$ cat src/hdl/exu_cfg.svh
/* widths of the execute stage datapath, register index, commit tag and ALU op code */

`ifndef EXU_CFG_SVH
`define EXU_CFG_SVH

// integer datapath width
`define EXU_XLEN 32

// architectural register index
`define EXU_REG_ADDR_W 5

// reorder tag carried with every result
`define EXU_COMMIT_ID_W 3

// ALU operation code
`define EXU_ALU_OP_W 4

`endif

$ cat src/hdl/exu_types_pkg.sv
/* vector types for operands, register indices, commit tags and addresses */

`include "exu_cfg.svh"

package exu_types_pkg;

    // operand or result word
    typedef logic [`EXU_XLEN-1:0] xdata_t;

    // destination register index
    typedef logic [`EXU_REG_ADDR_W-1:0] reg_addr_t;

    // reorder tag
    typedef logic [`EXU_COMMIT_ID_W-1:0] commit_id_t;

    // instruction address, same width as the datapath
    typedef logic [`EXU_XLEN-1:0] inst_addr_t;

endpackage

$ cat src/hdl/exu_ops_pkg.sv
/* operation encodings for the ALU, multiplier and branch unit */

`include "exu_cfg.svh"

package exu_ops_pkg;

    typedef enum logic [`EXU_ALU_OP_W-1:0] {
        ALU_ADD  = 4'd0,
        ALU_SUB  = 4'd1,
        ALU_SLL  = 4'd2,
        ALU_SLT  = 4'd3,
        ALU_SLTU = 4'd4,
        ALU_XOR  = 4'd5,
        ALU_SRL  = 4'd6,
        ALU_SRA  = 4'd7,
        ALU_OR   = 4'd8,
        ALU_AND  = 4'd9
    } alu_op_e;

    typedef enum logic [1:0] {
        MUL_OP_MUL    = 2'd0,
        MUL_OP_MULH   = 2'd1,
        MUL_OP_MULHSU = 2'd2,
        MUL_OP_MULHU  = 2'd3
    } mul_op_e;

    typedef enum logic [2:0] {
        BRU_JAL  = 3'd0,
        BRU_JALR = 3'd1,
        BRU_BEQ  = 3'd2,
        BRU_BNE  = 3'd3,
        BRU_BLT  = 3'd4,
        BRU_BGE  = 3'd5,
        BRU_BLTU = 3'd6,
        BRU_BGEU = 3'd7
    } bru_op_e;

endpackage

$ cat src/hdl/exu_alu.sv
/* single-cycle integer ALU lane with a write-back register held under back-pressure */

`timescale 1ns/1ps

module exu_alu
    import exu_types_pkg::*;
    import exu_ops_pkg::*;
(
    input  logic       clk,
    input  logic       reset_i,
    input  logic       int_assert_i,
    input  logic       req_alu_i,
    input  xdata_t     alu_op1_i,
    input  xdata_t     alu_op2_i,
    input  alu_op_e    alu_op_i,
    input  reg_addr_t  rd_i,
    input  commit_id_t commit_id_i,
    input  logic       wb_ready_i,
    output logic       alu_stall_o,
    output xdata_t     reg_wdata_o,
    output reg_addr_t  reg_waddr_o,
    output commit_id_t commit_id_o,
    output logic       reg_we_o
);

    xdata_t result;
    logic   accept;

    // held result not yet taken by write-back
    assign alu_stall_o = reg_we_o & ~wb_ready_i;
    assign accept      = req_alu_i & ~alu_stall_o;

    always_comb begin
        case (alu_op_i)
            ALU_ADD:  result = alu_op1_i + alu_op2_i;
            ALU_SUB:  result = alu_op1_i - alu_op2_i;
            ALU_SLL:  result = alu_op1_i << alu_op2_i[4:0];
            ALU_SLT:  result = xdata_t'($signed(alu_op1_i) < $signed(alu_op2_i));
            ALU_SLTU: result = xdata_t'(alu_op1_i < alu_op2_i);
            ALU_XOR:  result = alu_op1_i ^ alu_op2_i;
            ALU_SRL:  result = alu_op1_i >> alu_op2_i[4:0];
            ALU_SRA:  result = xdata_t'($signed(alu_op1_i) >>> alu_op2_i[4:0]);
            ALU_OR:   result = alu_op1_i | alu_op2_i;
            ALU_AND:  result = alu_op1_i & alu_op2_i;
            default:  result = '0;
        endcase
    end

    // valid bit, dropped on interrupt or when consumed without a new request
    always_ff @(posedge clk) begin
        if (reset_i || int_assert_i) begin
            reg_we_o <= 1'b0;
        end else if (accept) begin
            reg_we_o <= 1'b1;
        end else if (wb_ready_i) begin
            reg_we_o <= 1'b0;
        end
    end

    always_ff @(posedge clk) begin
        if (accept) begin
            reg_wdata_o <= result;
            reg_waddr_o <= rd_i;
            commit_id_o <= commit_id_i;
        end
    end

endmodule

$ cat src/hdl/exu_mul.sv
/* two-stage pipelined multiplier lane for mul, mulh, mulhsu and mulhu */

`timescale 1ns/1ps

`include "exu_cfg.svh"

module exu_mul
    import exu_types_pkg::*;
    import exu_ops_pkg::*;
(
    input  logic       clk,
    input  logic       reset_i,
    input  logic       int_assert_i,
    input  logic       req_mul_i,
    input  xdata_t     mul_op1_i,
    input  xdata_t     mul_op2_i,
    input  mul_op_e    mul_op_i,
    input  reg_addr_t  rd_i,
    input  commit_id_t commit_id_i,
    input  logic       wb_ready_i,
    output logic       mul_stall_o,
    output xdata_t     reg_wdata_o,
    output reg_addr_t  reg_waddr_o,
    output commit_id_t commit_id_o,
    output logic       reg_we_o
);

    logic signed [`EXU_XLEN:0]     op1_ext;
    logic signed [`EXU_XLEN:0]     op2_ext;
    logic signed [2*`EXU_XLEN+1:0] prod_full;

    // stage one holds the full product
    logic                     s1_valid;
    logic [2*`EXU_XLEN-1:0]   s1_prod;
    mul_op_e                  s1_op;
    reg_addr_t                s1_rd;
    commit_id_t               s1_cid;

    logic s1_ready;
    logic s2_ready;
    logic accept;

    // stage two is the write-back register itself
    assign s2_ready    = ~reg_we_o | wb_ready_i;
    assign s1_ready    = ~s1_valid | s2_ready;
    assign mul_stall_o = ~s1_ready;
    assign accept      = req_mul_i & s1_ready;

    // op1 signed for mulh and mulhsu, op2 signed only for mulh
    always_comb begin
        op1_ext   = {(mul_op_i == MUL_OP_MULH || mul_op_i == MUL_OP_MULHSU) & mul_op1_i[31],
                     mul_op1_i};
        op2_ext   = {(mul_op_i == MUL_OP_MULH) & mul_op2_i[31], mul_op2_i};
        prod_full = (2*`EXU_XLEN+2)'(op1_ext) * (2*`EXU_XLEN+2)'(op2_ext);
    end

    always_ff @(posedge clk) begin
        if (reset_i || int_assert_i) begin
            s1_valid <= 1'b0;
            reg_we_o <= 1'b0;
        end else begin
            if (s1_ready) begin
                s1_valid <= req_mul_i;
            end
            if (s2_ready) begin
                reg_we_o <= s1_valid;
            end
        end
    end

    always_ff @(posedge clk) begin
        if (accept) begin
            s1_prod <= prod_full[2*`EXU_XLEN-1:0];
            s1_op   <= mul_op_i;
            s1_rd   <= rd_i;
            s1_cid  <= commit_id_i;
        end
        if (s1_valid && s2_ready) begin
            // mul keeps the low word, the others the high word
            reg_wdata_o <= (s1_op == MUL_OP_MUL) ? s1_prod[`EXU_XLEN-1:0]
                                                 : s1_prod[2*`EXU_XLEN-1:`EXU_XLEN];
            reg_waddr_o <= s1_rd;
            commit_id_o <= s1_cid;
        end
    end

endmodule

$ cat src/hdl/exu_bru.sv
/* combinational branch and jump resolution with target alignment check */

`timescale 1ns/1ps

module exu_bru
    import exu_types_pkg::*;
    import exu_ops_pkg::*;
(
    input  logic       req_bjp_i,
    input  xdata_t     bjp_op1_i,
    input  xdata_t     bjp_op2_i,
    input  inst_addr_t bjp_jump_op1_i,
    input  inst_addr_t bjp_jump_op2_i,
    input  bru_op_e    bjp_op_i,
    output logic       jump_flag_o,
    output inst_addr_t jump_addr_o,
    output logic       misaligned_fetch_o
);

    logic       op_eq;
    logic       op_lt;
    logic       op_ltu;
    logic       cond;
    inst_addr_t target;

    assign op_eq  = (bjp_op1_i == bjp_op2_i);
    assign op_lt  = ($signed(bjp_op1_i) < $signed(bjp_op2_i));
    assign op_ltu = (bjp_op1_i < bjp_op2_i);

    always_comb begin
        case (bjp_op_i)
            BRU_JAL:  cond = 1'b1;
            BRU_JALR: cond = 1'b1;
            BRU_BEQ:  cond = op_eq;
            BRU_BNE:  cond = ~op_eq;
            BRU_BLT:  cond = op_lt;
            BRU_BGE:  cond = ~op_lt;
            BRU_BLTU: cond = op_ltu;
            BRU_BGEU: cond = ~op_ltu;
            default:  cond = 1'b0;
        endcase
    end

    // jalr drops bit 0 of the sum
    always_comb begin
        target = bjp_jump_op1_i + bjp_jump_op2_i;
        if (bjp_op_i == BRU_JALR) begin
            target[0] = 1'b0;
        end
    end

    // without compressed instructions a taken target must be word aligned
    assign misaligned_fetch_o = req_bjp_i & cond & target[1];
    assign jump_flag_o        = req_bjp_i & cond & ~target[1];
    assign jump_addr_o        = target;

endmodule

$ cat src/hdl/exu.sv
/* execute stage top level with ALU lane, multiplier lane and branch unit */

`timescale 1ns/1ps

module exu
    import exu_types_pkg::*;
    import exu_ops_pkg::*;
(
    input  logic       clk,
    input  logic       reset_i,
    input  logic       int_assert_i,
    input  logic       int_jump_i,
    input  inst_addr_t int_addr_i,

    // ALU lane request
    input  logic       req_alu_i,
    input  xdata_t     alu_op1_i,
    input  xdata_t     alu_op2_i,
    input  alu_op_e    alu_op_i,
    input  reg_addr_t  alu_rd_i,
    input  commit_id_t alu_commit_id_i,
    input  logic       alu_wb_ready_i,

    // multiplier lane request
    input  logic       req_mul_i,
    input  xdata_t     mul_op1_i,
    input  xdata_t     mul_op2_i,
    input  mul_op_e    mul_op_i,
    input  reg_addr_t  mul_rd_i,
    input  commit_id_t mul_commit_id_i,
    input  logic       mul_wb_ready_i,

    // branch request
    input  logic       req_bjp_i,
    input  xdata_t     bjp_op1_i,
    input  xdata_t     bjp_op2_i,
    input  inst_addr_t bjp_jump_op1_i,
    input  inst_addr_t bjp_jump_op2_i,
    input  bru_op_e    bjp_op_i,

    // write-back records
    output xdata_t     alu_reg_wdata_o,
    output logic       alu_reg_we_o,
    output reg_addr_t  alu_reg_waddr_o,
    output commit_id_t alu_commit_id_o,
    output xdata_t     mul_reg_wdata_o,
    output logic       mul_reg_we_o,
    output reg_addr_t  mul_reg_waddr_o,
    output commit_id_t mul_commit_id_o,

    // control to the front end
    output logic       stall_flag_o,
    output logic       jump_flag_o,
    output inst_addr_t jump_addr_o,
    output logic       misaligned_fetch_o
);

    logic       alu_stall;
    logic       mul_stall;
    logic       bru_jump_flag;
    inst_addr_t bru_jump_addr;

    exu_alu u_alu (
        .clk          (clk),
        .reset_i      (reset_i),
        .int_assert_i (int_assert_i),
        .req_alu_i    (req_alu_i),
        .alu_op1_i    (alu_op1_i),
        .alu_op2_i    (alu_op2_i),
        .alu_op_i     (alu_op_i),
        .rd_i         (alu_rd_i),
        .commit_id_i  (alu_commit_id_i),
        .wb_ready_i   (alu_wb_ready_i),
        .alu_stall_o  (alu_stall),
        .reg_wdata_o  (alu_reg_wdata_o),
        .reg_waddr_o  (alu_reg_waddr_o),
        .commit_id_o  (alu_commit_id_o),
        .reg_we_o     (alu_reg_we_o)
    );

    exu_mul u_mul (
        .clk          (clk),
        .reset_i      (reset_i),
        .int_assert_i (int_assert_i),
        .req_mul_i    (req_mul_i),
        .mul_op1_i    (mul_op1_i),
        .mul_op2_i    (mul_op2_i),
        .mul_op_i     (mul_op_i),
        .rd_i         (mul_rd_i),
        .commit_id_i  (mul_commit_id_i),
        .wb_ready_i   (mul_wb_ready_i),
        .mul_stall_o  (mul_stall),
        .reg_wdata_o  (mul_reg_wdata_o),
        .reg_waddr_o  (mul_reg_waddr_o),
        .commit_id_o  (mul_commit_id_o),
        .reg_we_o     (mul_reg_we_o)
    );

    exu_bru u_bru (
        .req_bjp_i          (req_bjp_i),
        .bjp_op1_i          (bjp_op1_i),
        .bjp_op2_i          (bjp_op2_i),
        .bjp_jump_op1_i     (bjp_jump_op1_i),
        .bjp_jump_op2_i     (bjp_jump_op2_i),
        .bjp_op_i           (bjp_op_i),
        .jump_flag_o        (bru_jump_flag),
        .jump_addr_o        (bru_jump_addr),
        .misaligned_fetch_o (misaligned_fetch_o)
    );

    // either lane blocks dispatch
    assign stall_flag_o = alu_stall | mul_stall;

    // interrupt jump wins over the branch target
    assign jump_flag_o = bru_jump_flag | int_jump_i;
    assign jump_addr_o = int_jump_i ? int_addr_i : bru_jump_addr;

endmodule

$ cat config.mk
export PLATFORM = sky130hd
export DESIGN_NAME = exu
export DESIGN_NICKNAME = d
export VERILOG_FILES = /design/src/hdl/exu_types_pkg.sv /design/src/hdl/exu_ops_pkg.sv /design/src/hdl/exu_alu.sv /design/src/hdl/exu_mul.sv /design/src/hdl/exu_bru.sv /design/src/hdl/exu.sv
export VERILOG_INCLUDE_DIRS = /design/src /design/src/hdl
export SDC_FILE = /design/constraint.sdc
export NUM_CORES = 2
export LEC_CHECK = 0
export BUFFER_PORTS_ARGS = -buffer_cell sky130_fd_sc_hd__buf_4
export CAP_MARGIN = 30
export CORE_MARGIN = 5
export CORE_UTILIZATION = 60
export CTS_CLUSTER_SIZE = 40
export DETAILED_ROUTE_END_ITERATION = 7
export MAX_ROUTING_LAYER = met4
export PLACE_DENSITY = 0.78
export SYNTH_ARGS = -nofsm -noshare
export SYNTH_HDL_FRONTEND = slang
export SYNTH_SLANG_ARGS = --single-unit
$ cat constraint.sdc
create_clock -name clk -period 20.3 [get_ports clk]
set_input_delay 3.045 -clock clk [delete_from_list [all_inputs] [get_ports clk]]
set_output_delay 3.045 -clock clk [all_outputs]
set_load 0.005 [all_outputs]
==> impl_metrics.json <==
{
  "path_clk_slew_ns": 0.11,
  "cp-start-kind": "primary input",
  "worstSetupStartpoint": "mul_op_i[0]",
  "max_slew_margin_pct": 34.5,
  "endpoint_kind": "register",
  "htreeDepth": 4,
  "gp_congestion": 0.982,
  "rsz0062_at_grt": "no",
  "synth_edf_count": 154,
  "ios": 439,
  "hold_path_startpoint": "u_mul.s1_rd[2]",
  "vias": 43600,
  "grt_start_max_net_pins": 107,
  "fmax_mhz": 86.1,
  "r2r_setup_slack_ns": 18.26,
  "cts-root-buf": "clkbuf_16",
  "first_iter_violations": 3578,
  "endpoint": "u_mul.s1_prod[56]",
  "dp_slack_ns": 8.24,
  "first_global_vias": 46700,
  "multiInputGateArea_um2": 42700,
  "drt-total-wl_um": 165000,
  "clock_sinks": 157,
  "r2r-start": "u_mul.reg_we_o",
  "nFillCells": 7216,
  "synthFlopType": "edfxtp_1",
  "clk_latency_ns": 0.48,
  "syn_inst": 6039,
  "seq_area_frac_synth_pct": 8.75,
  "ys_top_cells_by_area": "fa_1 (42%), inv_1 (9.3%), ha_1 (8.7%), edfxtp_1 (8.6%), nand2_1 (6.5%)",
  "synth_top_area_share_pct": 42.2,
  "setup-tns-final_ns": 0,
  "required_ns": 20.52,
  "cts_resized": 0,
  "grtUsageMet1_pct": 43.4,
  "cts_buffers": 17,
  "place_hpwl_um": 129000,
  "grt_usage_pct": 35.8,
  "gr-usage-met3_pct": 6.81,
  "rows": 109,
  "cap_violations": 0,
  "synthArstFlopShare_pct": 0,
  "synth_area_um2": 53600,
  "fin_crit_ns": 11.62,
  "synth_area_leader_cell": "fa_1",
  "areaGrowthSynthToFinish_pct": 8.25,
  "cp.arrival_ns": 11.83,
  "dieArea_um2": 95300,
  "wl_per_cell_um": 22.3,
  "status": "finished, final reports clean",
  "fin_worst_skew_ns": 0.0307,
  "slew_viol_final": 0,
  "postCtsSetupBuffers": 0,
  "criticalPathCategory": "primary input to register",
  "grt_pass1_wl_um": 258000,
  "core_um2": 88500,
  "whs_path_depth": 0,
  "grtUsageMet2_pct": 58.6,
  "ys_warn_count": 0,
  "grt_most_used_layer": "met2",
  "finalNonFillerCells": 7384,
  "final_antenna_net_count": 0,
  "reg2reg_to": "u_mul.s1_prod[17]",
  "io_buffer_count": 438,
  "via_per_inst": 5.90,
  "start_util_pct": 60.5,
  "nets": 8022,
  "synth.ff_latch_count": 157,
  "ctsHoldBuffers": 0,
  "overflow": 0,
  "cts_tree": "built",
  "hold_viol_final": 0,
  "min-delay-path-class": "register to register",
  "die_w_um": 309,
  "rr_worst_depth": 4,
  "final_cell_mix": "inv_1 (1,329), fa_1 (1,128), nand2_1 (933)",
  "setup_viol": 0,
  "layout_commonest_cell": "inv_1",
  "syn_avg_cell_area_um2": 8.87,
  "synth_nets": 7862,
  "synth.distinct_cells": 99,
  "die_h_um": 309,
  "drtPass1Iterations": 6,
  "cp_max_fo": 32,
  "period_share_pct": 57.2,
  "drcViolationCount": 0,
  "dp.cells": 7344,
  "drive_gt1_share_pct": 9.93,
  "grt_antenna_before_repair": 5,
  "tightest_slew_ns": 0.982,
  "register_area_um2": 4680,
  "final.setup.worst_slack_ns": 8.68,
  "clockBufferDepth": 2
}
registers in the layout, indices dropped and copies added (netlist names):
| register | cells |
|---|---|
| u_mul.reg_we_o | 1 |
| u_mul.s1_valid | 1 |
| u_mul.s1_cid | 3 |
| u_mul.commit_id_o | 3 |
| u_alu.reg_waddr_o | 5 |
| u_mul.reg_wdata_o | 32 |
| u_alu.commit_id_o | 3 |
| u_mul.s1_prod | 64 |
| u_mul.s1_rd | 5 |
| u_alu.reg_wdata_o | 32 |
| u_mul.s1_op | 2 |
| u_mul.reg_waddr_o | 5 |
| u_alu.reg_we_o | 1 |
how the worst min path moves through the flow:
stage | end | slack [ns]
after CTS | u_mul.reg_waddr_o[2] | 0.40
after floorplan | u_mul.commit_id_o[0] | 0.40
final | u_mul.reg_waddr_o[2] | 0.40
after global placement | u_mul.reg_waddr_o[1] | 0.40
after global routing | u_mul.reg_waddr_o[2] | 0.40
after detailed placement | u_mul.reg_waddr_o[1] | 0.41
layer usage:
metal	part of all wire, %	wire length (um)	vias to the layer above
met5	0	0	-
met2	48	79200	2341
met1	36	59900	21800
met3	9.6	15900	610
li1	-	-	18900
met4	5.9	9810	0
synthesized netlist by cell type (19+ instances only):
cell type	n
inv_1	1330
xor2_1	42
a211o_1	26
xnor2_1	81
nor2b_1	24
o21bai_1	28
a21o_1	73
edfxtp_1	154
clkbuf_1	291
nor3_1	44
nand2b_1	44
mux2i_1	53
a221oi_1	21
a211oi_1	36
fa_1	1128
and2_1	275
a31oi_1	26
nor2_1	227
a21oi_1	172
o21ai_0	219
ha_1	373
nand2_1	933
o21a_1	21
mux2_2	42
o211ai_1	25
mux4_2	19
nand3_1	49
through the flow:
step	util [%]	hold slack, ns	cell area (um^2)
global placement	64.7	0.401	57300
floorplan	-	0.400	53600
global route	65.5	0.400	58000
finish	65.5	0.402	58000
detailed placement	64.8	0.409	57300
CTS	65.5	0.400	58000
worst max-delay path: stages:
cell	delay, ns
buf_4	0.12
ha_1	0.38
nor2b_2	0.15
buf_4	0.34
nand2_1	0.15
inv_1	0.16
fa_1	0.50
fa_1	0.62
fa_1	0.49
inv_1	0.41
fa_1	0.49
inv_1	0.08
fa_1	0.45
fa_1	0.56
inv_1	0.05
fa_1	0.46
fa_1	0.49
inv_1	0.04
ha_1	0.37
a21o_1	0.26
a2111oi_0	0.40
or3_1	0.22
o2111ai_1	0.15
o221a_4	0.29
a2111o_2	0.54
a31oi_4	0.22
nor4bb_1	0.08
a311o_1	0.28
area by class of cell:
cell class / count / area share [%]
Clock inverter: 15 / 0.352
Clock buffer: 17 / 0.734
Sequential cell: 157 / 8.08
Inverter: 1333 / 8.63
Tap cell: 1165 / 2.51
Timing Repair Buffer: 462 / 6.04
Multi-Input combinational cell: 4228 / 73.6
Antenna cell: 7 / 0.0302
kinds of logic after synthesis:
group                    Yosys count  synth area share (%)
AND/OR/NAND/NOR                 1698                  14.3
XOR/XNOR                         123                  2.01
AO/OA/AOI/OAI                    792                  9.72
multiplexers                     114                  2.67
adder cells (fa/ha/maj)         1501                  50.9
flip-flops                       157                  8.75
buffers and inverters           1654                  11.7
Power is not shown: default switching activity piles up to over one toggle a cycle in this logic, so the estimate is an artifact.
